===== src/dsp16_defs.svh =====
// DSP16 peripheral register map, field widths and parallel strobe timing
`ifndef DSP16_DEFS_SVH
`define DSP16_DEFS_SVH

// Word and select widths
`define DSP16_DATA_W        16
`define DSP16_SEL_W         3

// Register select codes seen on the host port
`define DSP16_SEL_PDX       0
`define DSP16_SEL_PIOC      1
`define DSP16_SEL_SDX       2

// PIOC bit positions
`define DSP16_PIOC_IRQ      0
`define DSP16_PIOC_BUSY     1
`define DSP16_PIOC_OBE      2
`define DSP16_PIOC_IEN      7

// Parallel strobe length in divided enable cycles
`define DSP16_STROBE_LEN    2

`endif


===== src/dsp16_pkg.sv =====
// DSP16 peripheral types shared by the register bus and both ports
`include "dsp16_defs.svh"

package dsp16_pkg;

    // Peripheral data word and host register select
    typedef logic [`DSP16_DATA_W-1:0] data_t;
    typedef logic [`DSP16_SEL_W-1:0]  sel_t;

    // Serial bits still to send, must hold a full word count
    typedef logic [$clog2(`DSP16_DATA_W+1)-1:0] bit_cnt_t;

    // Enable cycles left in a parallel strobe
    typedef logic [$clog2(`DSP16_STROBE_LEN+1)-1:0] strobe_cnt_t;

    // Parallel port sequencer
    typedef enum logic [1:0] {
        PIO_IDLE,
        PIO_WRITE,
        PIO_READ
    } pio_state_e;

    // Serial output shifter
    typedef enum logic {
        SIO_IDLE,
        SIO_SHIFT
    } sio_state_e;

endpackage


===== src/periph_bus_if.sv =====
// Register bus from the host decoder to the parallel and serial ports
`timescale 1ns/10ps

interface periph_bus_if;

    // Divided clock enable, runs all peripheral logic
    logic               cen;

    // One-clock access strobes, only high together with cen
    dsp16_pkg::sel_t    sel;
    logic               wr_stb;
    logic               rd_stb;
    dsp16_pkg::data_t   wdata;

    // Parallel port read data and status
    // pio_status is {ien, busy, pending}
    dsp16_pkg::data_t   pio_rdata;
    logic [2:0]         pio_status;

    // Serial port read data and buffer empty flag
    dsp16_pkg::data_t   sio_rdata;
    logic               obe;

    modport host (
        output cen, sel, wr_stb, rd_stb, wdata,
        input  pio_rdata, pio_status, sio_rdata, obe
    );

    modport pio (
        input  cen, sel, wr_stb, rd_stb, wdata,
        output pio_rdata, pio_status
    );

    modport sio (
        input  cen, sel, wr_stb, wdata,
        output sio_rdata, obe
    );

endinterface


===== src/dsp16_periph.sv =====
// DSP16 peripheral block with host register port, parallel and serial I/O
`timescale 1ns/10ps

module dsp16_periph (
    input  logic              clk,
    input  logic              rst,
    input  logic              clk_en,
    // Divided enable, also the clock output pin
    output logic              cen_cko,

    // Host register port
    input  dsp16_pkg::sel_t   reg_sel,
    input  logic              reg_wr,
    input  logic              reg_rd,
    input  dsp16_pkg::data_t  reg_wdata,
    output dsp16_pkg::data_t  reg_rdata,

    // Parallel I/O
    input  dsp16_pkg::data_t  pbus_in,
    output dsp16_pkg::data_t  pbus_out,
    output logic              pods_n,
    output logic              pids_n,
    output logic              psel,

    // Serial output
    input  logic              doen,
    output logic              sdo,
    output logic              ock,
    output logic              old,
    output logic              ose,
    output dsp16_pkg::data_t  ser_out,

    // Interrupt request
    input  logic              irq
);

    periph_bus_if pbus ();

    dsp16_regbus u_regbus (
        .clk        ( clk       ),
        .rst        ( rst       ),
        .clk_en     ( clk_en    ),
        .cen_cko    ( cen_cko   ),
        .reg_sel    ( reg_sel   ),
        .reg_wr     ( reg_wr    ),
        .reg_rd     ( reg_rd    ),
        .reg_wdata  ( reg_wdata ),
        .reg_rdata  ( reg_rdata ),
        .bus        ( pbus.host )
    );

    dsp16_pio u_pio (
        .clk        ( clk       ),
        .rst        ( rst       ),
        .bus        ( pbus.pio  ),
        .pbus_in    ( pbus_in   ),
        .pbus_out   ( pbus_out  ),
        .pods_n     ( pods_n    ),
        .pids_n     ( pids_n    ),
        .psel       ( psel      ),
        .irq        ( irq       )
    );

    dsp16_sio u_sio (
        .clk        ( clk       ),
        .rst        ( rst       ),
        .bus        ( pbus.sio  ),
        .doen       ( doen      ),
        .sdo        ( sdo       ),
        .ock        ( ock       ),
        .old        ( old       ),
        .ose        ( ose       ),
        .ser_out    ( ser_out   )
    );

endmodule


===== src/dsp16_pio.sv =====
// Parallel I/O port with strobe sequencer, data registers and interrupt latch
`timescale 1ns/10ps
`include "dsp16_defs.svh"

module dsp16_pio (
    input  logic              clk,
    input  logic              rst,

    periph_bus_if.pio         bus,

    // Parallel pins
    input  dsp16_pkg::data_t  pbus_in,
    output dsp16_pkg::data_t  pbus_out,
    output logic              pods_n,
    output logic              pids_n,
    output logic              psel,

    // External interrupt request
    input  logic              irq
);

    dsp16_pkg::pio_state_e  state;
    dsp16_pkg::strobe_cnt_t strobe_cnt;
    dsp16_pkg::data_t       pdx_in;
    logic                   pdx_hit;
    logic                   pioc_hit;
    logic                   busy;
    logic                   strobe_last;
    logic                   ien;
    logic                   pending;
    logic                   irq_q;
    logic                   irq_rise;

    assign pdx_hit  = bus.sel == dsp16_pkg::sel_t'(`DSP16_SEL_PDX);
    assign pioc_hit = bus.sel == dsp16_pkg::sel_t'(`DSP16_SEL_PIOC);
    assign busy     = state != dsp16_pkg::PIO_IDLE;

    // Final enable cycle of a running strobe
    assign strobe_last = busy && bus.cen && strobe_cnt == '0;

    // Strobe sequencer, PDX accesses while busy are dropped
    always_ff @(posedge clk) begin
        if (rst) begin
            state      <= dsp16_pkg::PIO_IDLE;
            strobe_cnt <= '0;
        end else begin
            case (state)
                dsp16_pkg::PIO_IDLE: begin
                    if (pdx_hit && bus.wr_stb) begin
                        state      <= dsp16_pkg::PIO_WRITE;
                        strobe_cnt <= dsp16_pkg::strobe_cnt_t'(`DSP16_STROBE_LEN - 1);
                    end else if (pdx_hit && bus.rd_stb) begin
                        state      <= dsp16_pkg::PIO_READ;
                        strobe_cnt <= dsp16_pkg::strobe_cnt_t'(`DSP16_STROBE_LEN - 1);
                    end
                end
                default: begin
                    if (strobe_last) begin
                        state <= dsp16_pkg::PIO_IDLE;
                    end else if (bus.cen) begin
                        strobe_cnt <= strobe_cnt - 1'b1;
                    end
                end
            endcase
        end
    end

    // Output word and captured input word
    always_ff @(posedge clk) begin
        if (pdx_hit && bus.wr_stb && !busy) begin
            pbus_out <= bus.wdata;
        end
        if (strobe_last && state == dsp16_pkg::PIO_READ) begin
            pdx_in <= pbus_in;
        end
    end

    assign pods_n = state != dsp16_pkg::PIO_WRITE;
    assign pids_n = state != dsp16_pkg::PIO_READ;
    // Only one peripheral on this port
    assign psel   = 1'b0;

    // irq edge seen on enable cycles only
    assign irq_rise = bus.cen && irq && !irq_q && ien;

    always_ff @(posedge clk) begin
        if (rst) begin
            ien     <= 1'b0;
            pending <= 1'b0;
            irq_q   <= 1'b0;
        end else begin
            if (bus.cen) begin
                irq_q <= irq;
            end
            if (pioc_hit && bus.wr_stb) begin
                ien <= bus.wdata[`DSP16_PIOC_IEN];
                // Write one to clear
                if (bus.wdata[`DSP16_PIOC_IRQ]) begin
                    pending <= 1'b0;
                end
            end
            // A new edge wins over a clear in the same cycle
            if (irq_rise) begin
                pending <= 1'b1;
            end
        end
    end

    assign bus.pio_rdata  = pdx_in;
    assign bus.pio_status = {ien, busy, pending};

    // Output word only moves as a new output strobe starts
    a_pbus_out_hold: assert property (@(posedge clk) disable iff (rst)
        $changed(pbus_out) |-> $fell(pods_n))
        else $error("pbus_out changed outside the start of an output strobe");

    a_pods_len: assert property (@(posedge clk) disable iff (rst)
        $fell(pods_n) |-> (!pods_n throughout bus.cen [-> `DSP16_STROBE_LEN]) ##1 pods_n)
        else $error("pods_n strobe length wrong");

    a_pids_len: assert property (@(posedge clk) disable iff (rst)
        $fell(pids_n) |-> (!pids_n throughout bus.cen [-> `DSP16_STROBE_LEN]) ##1 pids_n)
        else $error("pids_n strobe length wrong");

endmodule


===== src/dsp16_regbus.sv =====
// Host register port decoder with clock-enable divider and read-data mux
`timescale 1ns/10ps
`include "dsp16_defs.svh"

module dsp16_regbus (
    input  logic              clk,
    input  logic              rst,
    input  logic              clk_en,
    output logic              cen_cko,

    // Host register port
    input  dsp16_pkg::sel_t   reg_sel,
    input  logic              reg_wr,
    input  logic              reg_rd,
    input  dsp16_pkg::data_t  reg_wdata,
    output dsp16_pkg::data_t  reg_rdata,

    periph_bus_if.host        bus
);

    logic             cen_phase;
    dsp16_pkg::data_t pioc_view;

    // Divide the input enable by two
    always_ff @(posedge clk) begin
        if (rst) begin
            cen_phase <= 1'b0;
        end else if (clk_en) begin
            cen_phase <= ~cen_phase;
        end
    end

    assign bus.cen  = clk_en & cen_phase;
    assign cen_cko  = bus.cen;

    // Accesses only count on divided enable cycles
    assign bus.wr_stb = bus.cen & reg_wr;
    assign bus.rd_stb = bus.cen & reg_rd;
    assign bus.sel    = reg_sel;
    assign bus.wdata  = reg_wdata;

    // PIOC status word
    always_comb begin
        pioc_view                   = '0;
        pioc_view[`DSP16_PIOC_IRQ]  = bus.pio_status[0];
        pioc_view[`DSP16_PIOC_BUSY] = bus.pio_status[1];
        pioc_view[`DSP16_PIOC_OBE]  = bus.obe;
        pioc_view[`DSP16_PIOC_IEN]  = bus.pio_status[2];
    end

    // Combinational view of the selected register
    always_comb begin
        case (reg_sel)
            dsp16_pkg::sel_t'(`DSP16_SEL_PDX):  reg_rdata = bus.pio_rdata;
            dsp16_pkg::sel_t'(`DSP16_SEL_PIOC): reg_rdata = pioc_view;
            dsp16_pkg::sel_t'(`DSP16_SEL_SDX):  reg_rdata = bus.sio_rdata;
            // Unmapped selects read as zero
            default:                            reg_rdata = '0;
        endcase
    end

endmodule


===== src/dsp16_sio.sv =====
// Serial output port with double buffer, MSB-first shifter and output clock
`timescale 1ns/10ps
`include "dsp16_defs.svh"

module dsp16_sio (
    input  logic              clk,
    input  logic              rst,

    periph_bus_if.sio         bus,

    // Serial pins
    input  logic              doen,
    output logic              sdo,
    output logic              ock,
    output logic              old,
    output logic              ose,
    output dsp16_pkg::data_t  ser_out
);

    dsp16_pkg::sio_state_e  state;
    dsp16_pkg::bit_cnt_t    bits_left;
    dsp16_pkg::data_t       sdx_buf;
    dsp16_pkg::data_t       shift_reg;
    logic                   obe_q;
    logic                   sdx_wr;
    logic                   load;
    logic                   shift_en;

    // Writes into a full buffer are dropped
    assign sdx_wr = bus.wr_stb && obe_q &&
                    bus.sel == dsp16_pkg::sel_t'(`DSP16_SEL_SDX);

    // Buffer to shifter transfer on an idle enable cycle
    assign load = bus.cen && state == dsp16_pkg::SIO_IDLE && !obe_q;

    // Advance to the next bit at the end of the ock high phase
    assign shift_en = bus.cen && state == dsp16_pkg::SIO_SHIFT && ock;

    always_ff @(posedge clk) begin
        if (rst) begin
            state     <= dsp16_pkg::SIO_IDLE;
            bits_left <= '0;
            obe_q     <= 1'b1;
            ock       <= 1'b0;
            old       <= 1'b0;
        end else begin
            // old spans the enable cycle after the transfer
            if (bus.cen) begin
                old <= load;
            end
            if (sdx_wr) begin
                obe_q <= 1'b0;
            end else if (load) begin
                obe_q <= 1'b1;
            end
            if (load) begin
                state     <= dsp16_pkg::SIO_SHIFT;
                bits_left <= dsp16_pkg::bit_cnt_t'(`DSP16_DATA_W);
                ock       <= 1'b0;
            end else if (bus.cen && state == dsp16_pkg::SIO_SHIFT) begin
                // Two enable cycles per bit, ock low then high
                ock <= ~ock;
                if (ock) begin
                    bits_left <= bits_left - 1'b1;
                    if (bits_left == dsp16_pkg::bit_cnt_t'(1)) begin
                        state <= dsp16_pkg::SIO_IDLE;
                    end
                end
            end
        end
    end

    // Buffer, shifter and parallel copy of the word in flight
    always_ff @(posedge clk) begin
        if (sdx_wr) begin
            sdx_buf <= bus.wdata;
        end
        if (load) begin
            shift_reg <= sdx_buf;
            ser_out   <= sdx_buf;
        end else if (shift_en) begin
            shift_reg <= {shift_reg[`DSP16_DATA_W-2:0], 1'b0};
        end
    end

    // MSB first, forced low while the output is disabled
    assign sdo = doen && state == dsp16_pkg::SIO_SHIFT && shift_reg[`DSP16_DATA_W-1];
    assign ose = state == dsp16_pkg::SIO_IDLE;

    assign bus.obe       = obe_q;
    assign bus.sio_rdata = sdx_buf;

    // One old pulse per transfer, never two transfers in a row
    a_old_one_cen: assert property (@(posedge clk) disable iff (rst)
        (old && bus.cen) |=> !old)
        else $error("old held past one enable cycle");

    a_sdo_stable: assert property (@(posedge clk) disable iff (rst)
        (ock && $stable(doen)) |-> $stable(sdo))
        else $error("sdo changed while ock high");

endmodule


===== config.mk =====
export PLATFORM = sky130hd
export DESIGN_NAME = dsp16_periph
export DESIGN_NICKNAME = d
export VERILOG_FILES = /design/src/dsp16_pkg.sv /design/src/periph_bus_if.sv /design/src/dsp16_periph.sv /design/src/dsp16_pio.sv /design/src/dsp16_regbus.sv /design/src/dsp16_sio.sv
export VERILOG_INCLUDE_DIRS = /design/src /design/src/src
export SDC_FILE = /design/constraint.sdc
export NUM_CORES = 1
export LEC_CHECK = 0
export ABC_AREA = 1
export BUFFER_PORTS_ARGS = -buffer_cell sky130_fd_sc_hd__buf_2
export CORE_MARGIN = 4
export CORE_UTILIZATION = 30
export DETAILED_ROUTE_END_ITERATION = 7
export GPL_TIMING_DRIVEN = 0
export SLEW_MARGIN = 30
export SYNTH_ARGS = -nofsm -noshare
export SYNTH_HDL_FRONTEND = slang
export SYNTH_SLANG_ARGS = --single-unit
export TNS_END_PERCENT = 10

===== constraint.sdc =====
create_clock -name clk -period 2 [get_ports clk]
set_input_delay 0.3 -clock clk [delete_from_list [all_inputs] [get_ports clk]]
set_output_delay 0.3 -clock clk [all_outputs]
set_load 0.01 [all_outputs]

# After elaboration in Yosys (flattened, before gate mapping)
# Cells that the tools add are included.
[classes]
eq_ne = 8
bitwise = 6
mux = 24
add_sub_neg = 2
n_reduce_logical = 41
[ops]
columns = ["op", "count"]
rows = [
  ["$pmux W16 S3", 1],
  ["$mux W16", 2],
  ["$reduce_bool A2 Y1", 10],
  ["$logic_and A1 B1 Y1", 18],
  ["$mux W2", 9],
  ["$mux W5", 3],
  ["$mux W1", 9],
  ["$reduce_and A2 Y1", 4],
  ["$reduce_and A3 Y1", 2],
  ["$eq A5 B1 Y1 const B", 1],
  ["$sub A5 B1 Y5 const B", 1],
  ["$logic_not A2 Y1", 2],
  ["$ne A2 B2 Y1 const B", 2],
  ["$and A1 B1 Y1", 3],
  ["$eq A3 B1 Y1 const B", 1],
  ["$eq A3 B2 Y1 const B", 1],
  ["$logic_not A1 Y1", 3],
  ["$logic_not A3 Y1", 1],
  ["$ne A3 B1 Y1 const B", 1],
  ["$not A1 Y1", 3],
  ["$eq A2 B2 Y1 const B", 1],
  ["$ne A2 B1 Y1 const B", 1],
  ["$reduce_or A2 Y1", 1],
  ["$sub A2 B1 Y2 const B", 1],
]
[totals]
input_bits = 42
out_inout_bits = 56
regBits = 97

# Logic depth before layout (Yosys ltp)
[logic_depth]
depth_word = 6
depth_mapped = 9
ltp_nobuf = 9

# Hierarchy
# From an unflattened synthesis, not the netlist that was laid out.
[unflattened]
hier_cells = 346
hier_area_um2 = 3991.3
[by_module_without_submodules]
columns = ["mod", "area_each_um2", "instances", "cells_per_inst", "seq_area_each_um2"]
rows = [
  ["dsp16_sio", 2087.0, 1, 158, 1621.6],
  ["dsp16_pio", 1392.6, 1, 98, 1101.1],
  ["dsp16_regbus", 511.7, 1, 90, 20.0],
]

# Worst setup path after synthesis
# Ideal clock, no wire load.
[synth_path]
path_type = "flip-flop to flip-flop"
start = "register u_regbus.cen_phase"
end = "register u_sio.ser_out[0], enable pin"
path_stages_with_launch = 7
slack_ns = 0.442
synth_period_minus_slack_ns = 1.558
t_arrival_ns = 1.194
setup_ns = 0.364
path_cell_list = "dfxtp_1 > nand2_4 > clkinv_4 > nand3_2 > buf_6 > buf_6 > inv_1"
[synth_via]
elab_chain_len = 3
[synth_lines]
columns = ["item", "line_no", "text"]
rows = [
  ["start, declared", "dsp16_regbus.sv:21", "logic cen_phase;"],
  ["start signal, assigned", "dsp16_regbus.sv:29", "cen_phase <= ~cen_phase;"],
  ["$and A1 B1 Y1", "dsp16_regbus.sv:33", "assign bus.cen = clk_en & cen_phase;"],
  ["net cen_cko", "dsp16_periph.sv:9", "output logic cen_cko,"],
  ["$logic_and A1 B1 Y1 (2 in series)", "dsp16_sio.sv:34", "assign load = bus.cen && state == dsp16_pkg::SIO_IDLE && !obe_q;"],
  ["net u_sio.load", "dsp16_sio.sv:26", "logic load;"],
  ["end signal, assigned", "dsp16_sio.sv:80", "ser_out <= sdx_buf;"],
  ["end, declared", "dsp16_sio.sv:17", "output dsp16_pkg::data_t ser_out"],
]
# The timed path passes the listed nets, and every way through them passes these cells.
# A chain may end at the register's enable or synchronous reset.

# Worst setup path in the final report
[layout_path]
start = "register u_regbus.cen_phase"
end = "register u_sio.sdx_buf[2], in the netlist u_sio.bus.sio_rdata[2], enable pin"
[layout_via]
elab_chain_len = 4
[layout_lines]
columns = ["item", "line_no", "text"]
rows = [
  ["$and A1 B1 Y1", "dsp16_regbus.sv:33", ""],
  ["$and A1 B1 Y1", "dsp16_regbus.sv:37", "assign bus.wr_stb = bus.cen & reg_wr;"],
  ["$logic_and A1 B1 Y1 (2 in series)", "dsp16_sio.sv:30", "assign sdx_wr = bus.wr_stb && obe_q &&"],
  ["net u_sio.sdx_wr", "dsp16_sio.sv:25", "logic sdx_wr;"],
  ["end signal, assigned", "dsp16_sio.sv:76", "sdx_buf <= bus.wdata;"],
  ["end, declared", "dsp16_sio.sv:22", "dsp16_pkg::data_t sdx_buf;"],
]
# The timed path passes the listed nets, and every way through them passes these cells.

==> summary.md <==
| Metric | Value |
|---|---|
| Outcome | `completed` |
| Standard cell core area | `12100 sq um` |
| # resized after CTS | `1` |
| Yosys warning total | `0` |
| Count of H-tree levels built during CTS | `3` |
| Port Buffers | `96` |
| Flip-flop and latch count after synthesis | `97` |
| Floorplan die area | `14300 sq um` |
| Number of buffers on the longest clock path | `2` |
| Detailed-route wire length per cell | `14.7 microns` |
| Number of placed I/O pins | `98` |
| Vias in the first global route | `2604` |
| Largest net degree at the start of global routing | `18` |
| Antenna violations before repair | `0` |
| Detailed placement HPWL | `6150 microns` |
| Worst setup skew after layout | `0.00550 ns` |
| Leakage power figure | `1.93 nW` |
| Effective utilization at floorplan | `30.9%` |
| Worst-margin pin slew | `0.810 ns` |
| Number of setup buffers added after CTS | `0` |
| Cell count after synthesis | `298` |
| Cell Area, Placed | `4430 sq um` |
| Power Density | `867 nW/um^2` |
| Share of the core filled with cells in the final layout | `39.0%` |
| Distinct cell type count after synthesis | `32` |
| Smallest hold slack | `0.132 ns` |
| Synth Area per Inst | `12.5 sq um` |
| Cts bufs inserted | `9` |
| CTS tree | `built` |
| Chip width | `120 microns` |
| Clock latency on the worst-skew pair | `0.34 ns` |
| # hold bufs at CTS | `0` |
| Crit path launch type | `flop` |
| Post-Layout Cell Count | `577` |
| Diodes inserted | `0` |
| Setup repair after global routing missed its margin | `no` |
| Number of clock sinks | `97` |
| First-pass GRT wire length | `13500 microns` |
| Dominant cells by area after synthesis | `edfxtp_1 (64%), dfxtp_1 (9.1%), nand2_1 (5.7%), inv_1 (4.4%), o21ai_0 (3.6%)` |
| Vias per Instance | `4.33` |
| Number of nets at the end of the flow | `450` |
| Share of the yosys chip area belonging to registers | `73.3%` |
| First-iteration detailed-routing DRC count | `111` |
| Final setup fails | `0` |
| Total wire length after detailed routing | `8460 microns` |
| Biggest fanout along the worst timing path | `17` |
| Max capacitance violation total | `0` |
| Min-delay worst type | `in -> reg` |
| Height of the die | `120 microns` |
| Internal reg-to-reg setup slack | `0.24 ns` |
| Final hold violation count | `0` |
| Max Clock Freq | `0.568 GHz` |
| Via total after detailed routing | `2501` |
| Area growth, synth to finish | `26.3%` |
| Number of cells in the design after placement | `562` |
| Minimum period implied by the final worst setup slack | `1.76 ns` |
| Share of final-layout standard cells stronger than drive strength 1 | `32.3%` |
| Leftover overflow at the end of global routing | `0` |
| Fraction of post-synthesis cell area in the top cell type by area | `64.2%` |
| Worst-case vdd ir drop | `0.470 mV` |
| Worst setup path category | `reg -> reg` |
| Synth Net Count | `343` |
| Final Power | `4.09 mW` |
| Crit. End Element | `flop` |
| Required time at the worst-slack endpoint | `1.96 ns` |
| Cell taking the most area after synthesis | `edfxtp_1` |
| Root Buffer Master | `clkbuf_16` |
| Number of remaining DRC errors | `0` |
| Iteration count of the initial detailed-routing pass | `5` |
| Rel. slew slack | `46.0%` |
| GPL Wtd Cong | `0.771` |
| Final antenna-violating net count | `0` |
| Slew Limit Fails | `0` |
| Register clock-pin slew on the reported worst setup and hold paths | `0.06 ns` |
| Post-route fraction of the period consumed by the critical path | `88.1%` |
| Synth Cell Area | `3740 sq um` |
| Data arrival, critical path | `1.73 ns` |
| Standard-cell row count | `40` |
| Final non-filler cell area | `4720 sq um` |
| Overall fraction of global-route tracks in use | `12.2%` |
==> per-stage QoR <==
stage               setup TNS [ns]  worst slack [ns]
floorplan                        0             0.442
global placement             -1.37           -0.0864
detailed placement           -1.47           -0.0866
CTS                              0            0.0804
global route                     0            0.0818
finish                           0             0.238
==> cell type report <==
cell class | instances | area (sq um)
repair buffers | 96 | 480
well taps | 168 | 210
plain buffers | 7 | 55.1
inverters | 46 | 185
multi-input cells | 148 | 764
clock buffers | 10 | 229
clock inverters | 5 | 56.3
flip-flops and latches | 97 | 2740
fillers | 1220 | 7390
==> cells by family after synthesis <==
logic type	count (synthesis)	synth area share [%]
xor gates and xnor gates	2	0.468
and+or+nand+nor	94	11.7
other	1	0.100
DFF	97	73.3
buffers and inverters	53	6.22
adders and majority gates	3	1.00
AOI/OAI and AO/OA	48	7.19
==> critical path, stage by stage (launching register included) <==
cell and delay, ns:
dfxtp_1 0.37, nand2_4 0.10, nor2_2 0.23, nand2_1 0.08, inv_1 0.59
==> where the power goes <==
part,switching (mW),internal (mW)
Clock,0.705,0.962
Sequential,0.0132,2.20
Combinational,0.130,0.0845
Total,0.848,3.24
==> layout by cell type, fill, tap and decap left out, types with 3 or more instances in the layout <==
master     synthesis  layout
buf_2              2      98
edfxtp_1          80      80
nand2_1           57      57
inv_1             44      42
o21ai_0           27      27
dfxtp_1           17      17
nor2_1            14      14
nand3_1            9       9
clkbuf_16          0       9
a21oi_1            8       8
o21ai_1            5       5
nand3_2            3       3
buf_6              3       3
o211ai_1           3       3
ha_1               3       3
==> synthesized netlist by cell type <==
library cell  number
edfxtp_1          80
nand2_1           57
inv_1             44
o21ai_0           27
dfxtp_1           17
nor2_1            14
nand3_1            9
a21oi_1            8
o21ai_1            5
buf_6              3
ha_1               3
nand3_2            3
o211ai_1           3
buf_2              2
nand4_1            2
nor2_2             2
nor2_4             2
o221ai_1           2
xor2_1             2
a211oi_1           1
a211oi_2           1
a21oi_2            1
and3_1             1
buf_4              1
clkbuf_1           1
clkinv_4           1
conb_1             1
inv_2              1
nand2_2            1
nand2_4            1
nand3_4            1
or2_2              1
==> routing by layer <==
metal  global-route usage [%]  up-vias  wire (microns)
met5                        0        -               0
met1                     14.9     1192            3700
met4                     5.37        0             162
li1                         -     1224               -
met2                     20.1       71            4060
met3                     3.30       14             541
==> worst paths after layout <==
check,start,end,depth (start not counted)
hold / removal,pbus_in[4],u_pio.bus.pio_rdata[4]$_DFFE_PP_,1
setup reg to reg,u_regbus.cen_phase$_SDFFE_PP0P_,u_sio.bus.sio_rdata[2]$_DFFE_PP_,4
setup / recovery,u_regbus.cen_phase$_SDFFE_PP0P_,u_sio.bus.sio_rdata[2]$_DFFE_PP_,4
hold reg to reg,u_sio.bus.sio_rdata[15]$_DFFE_PP_,u_sio.ser_out[15]$_DFFE_PP_,0
(Power assumes the default switching activity.)
